==> config.mk <==
export PLATFORM = sky130hd
export DESIGN_NAME = afu_port_top
export DESIGN_NICKNAME = d
export VERILOG_FILES = /design/src/hw/afu_pkg.sv /design/src/hw/axis_pipeline.sv /design/src/hw/pr_freeze_bridge.sv /design/src/hw/req_decode.sv /design/src/hw/scratch_execute.sv /design/src/hw/cpl_result.sv /design/src/hw/afu_port_top.sv
export SDC_FILE = /design/constraint.sdc
export NUM_CORES = 2
export LEC_CHECK = 0
export BUFFER_PORTS_ARGS = -buffer_cell sky130_fd_sc_hd__buf_2
export CAP_MARGIN = 20
export CORE_MARGIN = 3
export CORE_UTILIZATION = 45
export CTS_CLUSTER_SIZE = 20
export DETAILED_ROUTE_END_ITERATION = 8
export PLACE_DENSITY_LB_ADDON = 0.3
export SETUP_SLACK_MARGIN = 0.15
export SLEW_MARGIN = 10
export SYNTH_ARGS = -nofsm -noshare
export SYNTH_HDL_FRONTEND = slang
export SYNTH_SLANG_ARGS = --single-unit
export TNS_END_PERCENT = 1
==> constraint.sdc <==
create_clock -name clk -period 7.53 [get_ports clk]
set_input_delay 0.753 -clock clk [delete_from_list [all_inputs] [get_ports clk]]
set_output_delay 0.753 -clock clk [all_outputs]
set_load 0.01 [all_outputs]
==> src/hw/afu_pkg.sv <==
// AFU shared definitions
// Opcodes, request word views and the completion word layout used on
// the host streaming port

`default_nettype none

package afu_pkg;

   // Stream word width, fixed by the request and completion formats
   localparam int WORD_W = 64;

   // ---------------------------------------------------------------------
   // Opcodes
   // ---------------------------------------------------------------------
   typedef enum logic [3:0] {
      OP_WR  = 4'd1,
      OP_RD  = 4'd2,
      OP_ADD = 4'd3,
      OP_CPL = 4'd8,
      OP_UR  = 4'd15
   } afu_op_e;

   // ---------------------------------------------------------------------
   // Request word
   // ---------------------------------------------------------------------
   // Posted write and fetch-and-add, data is the addend for OP_ADD
   typedef struct packed {
      logic [3:0]  opcode;
      logic [7:0]  tag;
      logic [7:0]  addr;
      logic [11:0] rsvd;
      logic [31:0] data;
   } req_wr_t;

   // Burst read, count is the number of words minus one
   typedef struct packed {
      logic [3:0]  opcode;
      logic [7:0]  tag;
      logic [7:0]  addr;
      logic [2:0]  count;
      logic [40:0] rsvd;
   } req_rd_t;

   // One request word, viewed by opcode
   typedef union packed {
      req_wr_t wr;
      req_rd_t rd;
   } req_word_u;

   // ---------------------------------------------------------------------
   // Completion word
   // ---------------------------------------------------------------------
   typedef struct packed {
      afu_op_e     opcode;
      logic [7:0]  tag;
      logic [7:0]  addr;
      logic [11:0] rsvd;
      logic [31:0] data;
   } cpl_word_t;

endpackage

`default_nettype wire

==> src/hw/axis_pipeline.sv <==
// Stream register pipeline
// Chain of PL_DEPTH valid/ready skid stages, one cycle each, with
// registered ready and full throughput

`default_nettype none

module axis_pipeline
   import afu_pkg::*;
#(
   parameter int PL_DEPTH = 2
) (
   input  logic              clk,
   input  logic              rst_n,
   input  logic              s_tvalid,
   output logic              s_tready,
   input  logic [WORD_W-1:0] s_tdata,
   output logic              m_tvalid,
   input  logic              m_tready,
   output logic [WORD_W-1:0] m_tdata
);

   // Index i is the input side of stage i, index PL_DEPTH the output
   logic              pl_valid [PL_DEPTH+1];
   logic              pl_ready [PL_DEPTH+1];
   logic [WORD_W-1:0] pl_data  [PL_DEPTH+1];

   assign pl_valid[0]        = s_tvalid;
   assign pl_data[0]         = s_tdata;
   assign s_tready           = pl_ready[0];

   assign m_tvalid           = pl_valid[PL_DEPTH];
   assign m_tdata            = pl_data[PL_DEPTH];
   assign pl_ready[PL_DEPTH] = m_tready;

   // ---------------------------------------------------------------------
   // Skid stages
   // ---------------------------------------------------------------------
   for (genvar i = 0; i < PL_DEPTH; i++) begin : g_stage
      logic              main_valid;
      logic              skid_valid;
      logic [WORD_W-1:0] main_data;
      logic [WORD_W-1:0] skid_data;
      logic              out_free;
      logic              to_skid;

      // Main register may load when empty or draining
      assign out_free = !main_valid || pl_ready[i+1];
      // Incoming word parks in the skid while the output stalls
      assign to_skid  = !out_free && pl_valid[i] && !skid_valid;

      // Ready comes straight from a flop
      assign pl_ready[i]   = !skid_valid;
      assign pl_valid[i+1] = main_valid;
      assign pl_data[i+1]  = main_data;

      always_ff @(posedge clk or negedge rst_n) begin
         if (!rst_n) begin
            main_valid <= 1'b0;
            skid_valid <= 1'b0;
         end else if (out_free) begin
            // Skid drains first, input is blocked while it is full
            main_valid <= skid_valid || pl_valid[i];
            skid_valid <= 1'b0;
         end else if (to_skid) begin
            skid_valid <= 1'b1;
         end
      end

      always_ff @(posedge clk) begin
         if (out_free) begin
            main_data <= skid_valid ? skid_data : pl_data[i];
         end
         if (to_skid) begin
            skid_data <= pl_data[i];
         end
      end
   end

endmodule

`default_nettype wire

==> src/hw/pr_freeze_bridge.sv <==
// Freeze bridge for partial reconfiguration
// Gates valid and ready on the RX and TX streams while pr_freeze is high,
// with a register pipeline in each direction

`default_nettype none

module pr_freeze_bridge
   import afu_pkg::*;
#(
   parameter int PL_DEPTH   = 2,
   parameter int FREEZE_DIS = 0
) (
   input  logic              clk,
   input  logic              rst_n,
   input  logic              pr_freeze,
   // Host RX toward the function
   input  logic              rx_tvalid,
   output logic              rx_tready,
   input  logic [WORD_W-1:0] rx_tdata,
   output logic              req_valid,
   input  logic              req_ready,
   output logic [WORD_W-1:0] req_data,
   // Function TX toward the host
   input  logic              cpl_valid,
   output logic              cpl_ready,
   input  logic [WORD_W-1:0] cpl_data,
   output logic              tx_tvalid,
   input  logic              tx_tready,
   output logic [WORD_W-1:0] tx_tdata
);

   logic              frz;
   logic              rx_gate_valid;
   logic              rx_gate_ready;
   logic              tx_pipe_valid;
   logic              tx_pipe_ready;
   logic [WORD_W-1:0] tx_pipe_data;

   if (FREEZE_DIS == 1) begin : g_frz_off
      assign frz = 1'b0;
   end else begin : g_frz_on
      assign frz = pr_freeze;
   end

   // ---------------------------------------------------------------------
   // RX gate, then pipeline into the function
   // ---------------------------------------------------------------------
   always_comb begin
      rx_gate_valid = rx_tvalid && !frz;
      rx_tready     = rx_gate_ready && !frz;
   end

   axis_pipeline #(.PL_DEPTH(PL_DEPTH)) rx_pipe (
      .clk      (clk),
      .rst_n    (rst_n),
      .s_tvalid (rx_gate_valid),
      .s_tready (rx_gate_ready),
      .s_tdata  (rx_tdata),
      .m_tvalid (req_valid),
      .m_tready (req_ready),
      .m_tdata  (req_data)
   );

   // ---------------------------------------------------------------------
   // Pipeline out of the function, then TX gate
   // ---------------------------------------------------------------------
   axis_pipeline #(.PL_DEPTH(PL_DEPTH)) tx_pipe (
      .clk      (clk),
      .rst_n    (rst_n),
      .s_tvalid (cpl_valid),
      .s_tready (cpl_ready),
      .s_tdata  (cpl_data),
      .m_tvalid (tx_pipe_valid),
      .m_tready (tx_pipe_ready),
      .m_tdata  (tx_pipe_data)
   );

   // Completions stay parked in tx_pipe while frozen
   always_comb begin
      tx_tvalid     = tx_pipe_valid && !frz;
      tx_pipe_ready = tx_tready && !frz;
      tx_tdata      = tx_pipe_data;
   end

endmodule

`default_nettype wire

==> src/hw/req_decode.sv <==
// Request decode
// Takes one request word into a register stage and splits it into
// operation fields, reading the word through the view its opcode selects

`default_nettype none

module req_decode
   import afu_pkg::*;
(
   input  logic        clk,
   input  logic        rst_n,
   input  logic        req_valid,
   output logic        req_ready,
   input  req_word_u   req_data,
   output logic        op_valid,
   input  logic        op_ready,
   output afu_op_e     op_code,
   output logic [7:0]  op_tag,
   output logic [7:0]  op_addr,
   output logic [31:0] op_data,
   output logic [2:0]  op_count
);

   afu_op_e     d_code;
   logic [7:0]  d_tag;
   logic [7:0]  d_addr;
   logic [31:0] d_data;
   logic [2:0]  d_count;

   // Opcode, tag and address sit in the same bits of both views
   always_comb begin
      d_code = afu_op_e'(req_data.wr.opcode);
      d_tag  = req_data.wr.tag;
      d_addr = req_data.wr.addr;
      if (d_code == OP_RD) begin
         d_data  = '0;
         d_count = req_data.rd.count;
      end else begin
         d_data  = req_data.wr.data;
         d_count = '0;
      end
   end

   // One-entry stage, refills in the cycle it drains
   assign req_ready = !op_valid || op_ready;

   always_ff @(posedge clk or negedge rst_n) begin
      if (!rst_n) begin
         op_valid <= 1'b0;
      end else if (req_ready) begin
         op_valid <= req_valid;
      end
   end

   always_ff @(posedge clk) begin
      if (req_valid && req_ready) begin
         op_code  <= d_code;
         op_tag   <= d_tag;
         op_addr  <= d_addr;
         op_data  <= d_data;
         op_count <= d_count;
      end
   end

endmodule

`default_nettype wire

==> src/hw/scratch_execute.sv <==
// Scratch memory execute
// Runs posted writes, burst reads and fetch-and-add on a small word array
// and sequences the results of each operation

`default_nettype none

module scratch_execute
   import afu_pkg::*;
#(
   parameter int ADDR_W = 4
) (
   input  logic        clk,
   input  logic        rst_n,
   input  logic        op_valid,
   output logic        op_ready,
   input  afu_op_e     op_code,
   input  logic [7:0]  op_tag,
   input  logic [7:0]  op_addr,
   input  logic [31:0] op_data,
   input  logic [2:0]  op_count,
   output logic        res_valid,
   input  logic        res_ready,
   output afu_op_e     res_code,
   output logic [7:0]  res_tag,
   output logic [7:0]  res_addr,
   output logic [31:0] res_data
);

   localparam int DEPTH = 2 ** ADDR_W;

   logic [31:0]       mem [DEPTH];
   logic [2:0]        rem;
   logic [ADDR_W-1:0] op_idx;
   logic [ADDR_W-1:0] nxt_idx;
   logic              op_take;
   logic              res_take;

   assign op_idx   = op_addr[ADDR_W-1:0];
   // Burst index wraps within the array
   assign nxt_idx  = res_addr[ADDR_W-1:0] + ADDR_W'(1);

   // Next op may enter as the last result leaves
   assign op_ready = !res_valid || (res_ready && rem == 3'd0);
   assign op_take  = op_valid && op_ready;
   assign res_take = res_valid && res_ready;

   // ---------------------------------------------------------------------
   // Scratch array
   // ---------------------------------------------------------------------
   always_ff @(posedge clk or negedge rst_n) begin
      if (!rst_n) begin
         for (int i = 0; i < DEPTH; i++) begin
            mem[i] <= '0;
         end
      end else if (op_take) begin
         if (op_code == OP_WR) begin
            mem[op_idx] <= op_data;
         end else if (op_code == OP_ADD) begin
            mem[op_idx] <= mem[op_idx] + op_data;
         end
      end
   end

   // ---------------------------------------------------------------------
   // Result sequencing
   // ---------------------------------------------------------------------
   always_ff @(posedge clk or negedge rst_n) begin
      if (!rst_n) begin
         res_valid <= 1'b0;
         rem       <= '0;
      end else if (op_take) begin
         // Writes are posted
         res_valid <= (op_code != OP_WR);
         rem       <= (op_code == OP_RD) ? op_count : 3'd0;
      end else if (res_take) begin
         res_valid <= (rem != 3'd0);
         if (rem != 3'd0) begin
            rem <= rem - 3'd1;
         end
      end
   end

   always_ff @(posedge clk) begin
      if (op_take) begin
         res_tag  <= op_tag;
         res_addr <= op_addr;
         case (op_code)
            OP_WR, OP_RD, OP_ADD: begin
               // Add returns the value before the update
               res_code <= op_code;
               res_data <= mem[op_idx];
            end
            default: begin
               res_code <= OP_UR;
               res_data <= '0;
            end
         endcase
      end else if (res_take && rem != 3'd0) begin
         res_addr <= res_addr + 8'd1;
         res_data <= mem[nxt_idx];
      end
   end

endmodule

`default_nettype wire

==> src/hw/cpl_result.sv <==
// Completion build
// Packs execute results into completion words and holds each word in an
// output register until the TX pipeline takes it

`default_nettype none

module cpl_result
   import afu_pkg::*;
(
   input  logic        clk,
   input  logic        rst_n,
   input  logic        res_valid,
   output logic        res_ready,
   input  afu_op_e     res_code,
   input  logic [7:0]  res_tag,
   input  logic [7:0]  res_addr,
   input  logic [31:0] res_data,
   output logic        cpl_valid,
   input  logic        cpl_ready,
   output cpl_word_t   cpl_data
);

   // Free when empty or when the held word leaves this cycle
   assign res_ready = !cpl_valid || cpl_ready;

   always_ff @(posedge clk or negedge rst_n) begin
      if (!rst_n) begin
         cpl_valid <= 1'b0;
      end else if (res_ready) begin
         cpl_valid <= res_valid;
      end
   end

   // Success codes collapse to OP_CPL
   always_ff @(posedge clk) begin
      if (res_valid && res_ready) begin
         cpl_data.opcode <= (res_code == OP_UR) ? OP_UR : OP_CPL;
         cpl_data.tag    <= res_tag;
         cpl_data.addr   <= res_addr;
         cpl_data.rsvd   <= '0;
         cpl_data.data   <= res_data;
      end
   end

endmodule

`default_nettype wire

==> src/hw/afu_port_top.sv <==
// AFU port top level
// Freeze bridge on the host stream, followed by decode, scratch execute
// and completion build

`default_nettype none

module afu_port_top
   import afu_pkg::*;
#(
   parameter int PL_DEPTH   = 2,
   parameter int FREEZE_DIS = 0,
   parameter int ADDR_W     = 4
) (
   input  logic              clk,
   input  logic              rst_n,
   input  logic              pr_freeze,
   input  logic              rx_tvalid,
   output logic              rx_tready,
   input  logic [WORD_W-1:0] rx_tdata,
   output logic              tx_tvalid,
   input  logic              tx_tready,
   output logic [WORD_W-1:0] tx_tdata
);

   // Bridge to decode
   logic              req_valid;
   logic              req_ready;
   logic [WORD_W-1:0] req_data;
   // Decode to execute
   logic              op_valid;
   logic              op_ready;
   afu_op_e           op_code;
   logic [7:0]        op_tag;
   logic [7:0]        op_addr;
   logic [31:0]       op_data;
   logic [2:0]        op_count;
   // Execute to completion
   logic              res_valid;
   logic              res_ready;
   afu_op_e           res_code;
   logic [7:0]        res_tag;
   logic [7:0]        res_addr;
   logic [31:0]       res_data;
   // Completion to bridge
   logic              cpl_valid;
   logic              cpl_ready;
   logic [WORD_W-1:0] cpl_data;

   pr_freeze_bridge #(
      .PL_DEPTH   (PL_DEPTH),
      .FREEZE_DIS (FREEZE_DIS)
   ) u_bridge (
      .clk       (clk),
      .rst_n     (rst_n),
      .pr_freeze (pr_freeze),
      .rx_tvalid (rx_tvalid),
      .rx_tready (rx_tready),
      .rx_tdata  (rx_tdata),
      .req_valid (req_valid),
      .req_ready (req_ready),
      .req_data  (req_data),
      .cpl_valid (cpl_valid),
      .cpl_ready (cpl_ready),
      .cpl_data  (cpl_data),
      .tx_tvalid (tx_tvalid),
      .tx_tready (tx_tready),
      .tx_tdata  (tx_tdata)
   );

   req_decode u_decode (
      .clk       (clk),
      .rst_n     (rst_n),
      .req_valid (req_valid),
      .req_ready (req_ready),
      .req_data  (req_data),
      .op_valid  (op_valid),
      .op_ready  (op_ready),
      .op_code   (op_code),
      .op_tag    (op_tag),
      .op_addr   (op_addr),
      .op_data   (op_data),
      .op_count  (op_count)
   );

   scratch_execute #(.ADDR_W(ADDR_W)) u_execute (
      .clk       (clk),
      .rst_n     (rst_n),
      .op_valid  (op_valid),
      .op_ready  (op_ready),
      .op_code   (op_code),
      .op_tag    (op_tag),
      .op_addr   (op_addr),
      .op_data   (op_data),
      .op_count  (op_count),
      .res_valid (res_valid),
      .res_ready (res_ready),
      .res_code  (res_code),
      .res_tag   (res_tag),
      .res_addr  (res_addr),
      .res_data  (res_data)
   );

   cpl_result u_result (
      .clk       (clk),
      .rst_n     (rst_n),
      .res_valid (res_valid),
      .res_ready (res_ready),
      .res_code  (res_code),
      .res_tag   (res_tag),
      .res_addr  (res_addr),
      .res_data  (res_data),
      .cpl_valid (cpl_valid),
      .cpl_ready (cpl_ready),
      .cpl_data  (cpl_data)
   );

endmodule

`default_nettype wire

==> flow_summary.ini <==
[power]
ir_worst_vdd_uv = 202
switching_power_mw = 4.00
combPwrFrac_pct = 15.3
clockPowerShare_pct = 36.5
p_seq_share_pct = 48.2
cellLeakagePower_nw = 21.5
swShare_pct = 26.3
internal-power_mw = 11.2
p_per_area_nw_per_um2 = 275

[setup_path]
r2r_start = u_decode.op_addr[0]$_DFFE_PP_
required_ns = 8.06
critical_path_class = reg2reg
path_buf_inv = 1
max_stage_delay_ns = 0.80
worstPathArrival_ns = 6.24
path_cells = buf_4 -> mux4_2 -> mux4_2 -> ha_1 -> fa_1 -> a21oi_1 -> o21ai_1 -> a211oi_2 -> o2111ai_1 -> nand2_1 -> o21ai_0 -> a211o_1 -> a21oi_2 -> o31ai_1
reg2reg_depth = 14
crit_top_cell = mux4_2
crit_fanout = 16
critPathSlowestCell = edfxtp_1
end_kind = flip-flop
r2r_slack_ns = 1.82
start_kind = flip-flop
critPathTopFamily = compound AO/OA/AOI/OAI gates
r2r_end = u_execute.mem[20]$_DFFE_PN0P_

[die]
num_rows = 121
dieArea_um2 = 114000
die_height_um = 338
ios = 135
chipWidth_um = 338
initial_utilization_pct = 45.4
core_um2 = 109000

[clock_network]
clk-insertion-delay-late_ns = 0.69
clk_path_buf_depth = 3
h-tree-depth = 3
cts_resized = 0
numCtsBuffers = 111
ctsRootBufferMaster = clkbuf_16
path_clk_slew_ns = 0.06
post-cts-setup-buffers = 0
clock-sinks = 1098
cts_tree = done
cts_hold_buf = 0

[timing]
fin_crit_ns = 5.71
holdWs_ns = 0.170
slew_viol_final = 0
min_period_over_period_pct = 75.8
tightest_slew_ns = 1.22
setup_tns_ns = 0
hold_viol_final = 0
layout_setup_ws_ns = 1.82
finClkSkew_ns = 0.0244
max_slew_margin_pct = 18.4
rsz0062_at_grt = false
finalSetupViolCount = 0
fmax_mhz = 175

[placement]
routabilityCongestion = 0.852
numPortBuffers = 112
dp_hpwl_mm = 68.3
pre_cts_ws_ns = 1.82

[detailed_routing]
first_iter_violations = 2617
ant_nets = 0
vias_per_cell = 5.80
route.met3.wl_mm = 7.74
drt-pass1-iter-count = 6
wl_met1_mm = 48.6
routed_wl_mm = 117
top_layer = met4
drc_errors = 0
vias = 29500
routedWlPerCell_um = 23.1
wl_met2_mm = 56.7

[status]
status = completed

[finish]
n_fill_cell = 9094
diodes = 0
syn_to_final_growth_pct = 12.0
drive_gt1_share_pct = 26.6
fin_util_pct = 50.8
layout.nets = 3673

[grt]
grt_max_degree = 157
grt-ovfl-total = 0
antenna_found_initial = 2
grt_pass1_vias = 29200
track_usage_pct = 20.7
grt_pass1_wl_mm = 180

[yosys]
yosysWarningCount = 0
syn_area_um2 = 49500
synthArstFlopShare_pct = 47.9
synth_edf_count = 572
ys.flop_type = edfxtp_1
ys_seq_area_share_pct = 61.3
syn_inst = 3525
synth.avg_cell_area_um2 = 14.0
yosysUniqueCellTypes = 65
yosys_register_bits = 1098

[min_path]
worst_hold_path_type = in2async

[flow_run]
maxCapViolCount = 0
-- worst max path at each step --
stage / from / to / slack [ns] / cells past startpoint
after floorplan: u_bridge.tx_pipe.g_stage[0].skid_valid$_DFFE_PN0P_ / u_bridge.rx_pipe.g_stage[1].skid_data[0]$_DFFE_PP_ / 0.16 / 6
after global placement: u_decode.op_addr[0]$_DFFE_PP_ / u_execute.mem[180]$_DFFE_PN0P_ / 1.84 / 14
after detailed placement: u_decode.op_addr[0]$_DFFE_PP_ / u_execute.mem[20]$_DFFE_PN0P_ / 1.82 / 14
after CTS: u_decode.op_addr[0]$_DFFE_PP_ / u_execute.mem[20]$_DFFE_PN0P_ / 1.84 / 14
after global routing: u_decode.op_addr[0]$_DFFE_PP_ / u_execute.mem[20]$_DFFE_PN0P_ / 1.52 / 14
final: u_decode.op_addr[0]$_DFFE_PP_ / u_execute.mem[20]$_DFFE_PN0P_ / 1.82 / 14
-- cell families after synthesis --
group	synth area share, %
buffers and inverters	2.37
multiplexers	20.3
adder cells (fa/ha/maj)	0.900
AND/OR/NAND/NOR	6.86
AO/OA/AOI/OAI	7.68
XOR/XNOR	0.546
other	0.0152
flip-flops	61.3
-- layout make-up --
cell class | count | area (um2) | area share, %
Clock buffer | 166 | 3220 | 5.81
Clock inverter | 45 | 519 | 0.937
Inverter | 20 | 75.1 | 0.135
Multi-Input combinational cell | 2150 | 18200 | 32.9
Sequential cell | 1098 | 30300 | 54.8
Tap cell | 1414 | 1770 | 3.19
Timing Repair Buffer | 188 | 1240 | 2.24
-- Yosys cell counts, drive strengths merged (19+ instances only) --
cell / n / area [um2]
dfrtp: 526 / 13200
edfxtp: 572 / 17200
ha: 34 / 425
nor2b: 41 / 257
o31ai: 21 / 171
nor2: 165 / 619
o21ai: 441 / 2220
mux2: 241 / 2710
inv: 19 / 71.3
a22o: 31 / 272
a21oi: 127 / 639
nand2: 508 / 1910
buf: 69 / 348
mux4: 319 / 7180
nand3: 38 / 195
clkbuf: 199 / 749
-- metrics by stage --
step / instances / instance area, um2 / power [mW]
2_1_floorplan: 3536 / 49500 / 9.01
3_3_place_gp: 4857 / 51600 / 9.71
3_5_place_dp: 4862 / 51600 / 9.78
4_1_cts: 5073 / 55400 / 15.4
5_1_grt: 5081 / 55400 / 15.9
6_report: 5081 / 55400 / 15.2
-- power by group through the flow --
| stage | clock network (mW) | logic [mW] | registers [mW] |
|---|---|---|---|
| floorplan | 0 | 1.68 | 7.34 |
| global placement | 0 | 2.29 | 7.42 |
| detailed placement | 0 | 2.33 | 7.45 |
| CTS | 5.68 | 2.34 | 7.33 |
| global route | 5.92 | 2.55 | 7.39 |
| finish | 5.55 | 2.33 | 7.34 |
-- cells in the final DEF (no fill, tap or decap), types with 41 or more instances in the layout --
cell	netlist	final
a21oi_1	126	125
mux2_2	241	241
nand2_1	508	493
clkbuf_16	0	113
mux4_2	319	319
nor2b_1	41	41
dfrtp_1	526	522
nor2_1	165	163
edfxtp_1	572	572
buf_4	17	66
buf_2	14	111
o21ai_0	430	425
-- per-layer routing --
metal	GRT usage, %	vias to the layer above
li1	-	13300
met5	0	-
met2	33.7	1042
met3	3.49	213
met1	28.1	14900
met4	7.62	0
-- worst reg2reg max path, cell delays in order (launching register included) --
cell and delay (ns):
edfxtp_1 0.80, buf_4 0.43, mux4_2 0.54, mux4_2 0.49
ha_1 0.24, fa_1 0.45, a21oi_1 0.20, o21ai_1 0.15
a211oi_2 0.47, o2111ai_1 0.18, nand2_1 0.20, o21ai_0 0.16
a211o_1 0.33, a21oi_2 0.74, o31ai_1 0.19
-- state kept, by name, summed over array words and instances, names as in the netlist, 8 cells and up --
| signal | cells |
|---|---|
| u_execute.res_tag | 8 |
| u_execute.mem | 512 |
| u_bridge.rx_pipe.g_stage.main_data | 55 |
| u_decode.op_addr | 8 |
| u_result.cpl_data | 49 |
| u_execute.res_data | 32 |
| u_bridge.rx_pipe.m_tdata | 55 |
| u_bridge.tx_pipe.m_tdata | 49 |
| u_execute.res_addr | 8 |
| u_bridge.tx_pipe.g_stage.main_data | 49 |
| u_decode.op_tag | 8 |
| u_bridge.tx_pipe.g_stage.skid_data | 98 |
| u_decode.op_data | 32 |
| u_bridge.rx_pipe.g_stage.skid_data | 110 |
(Power assumes the default switching activity.)
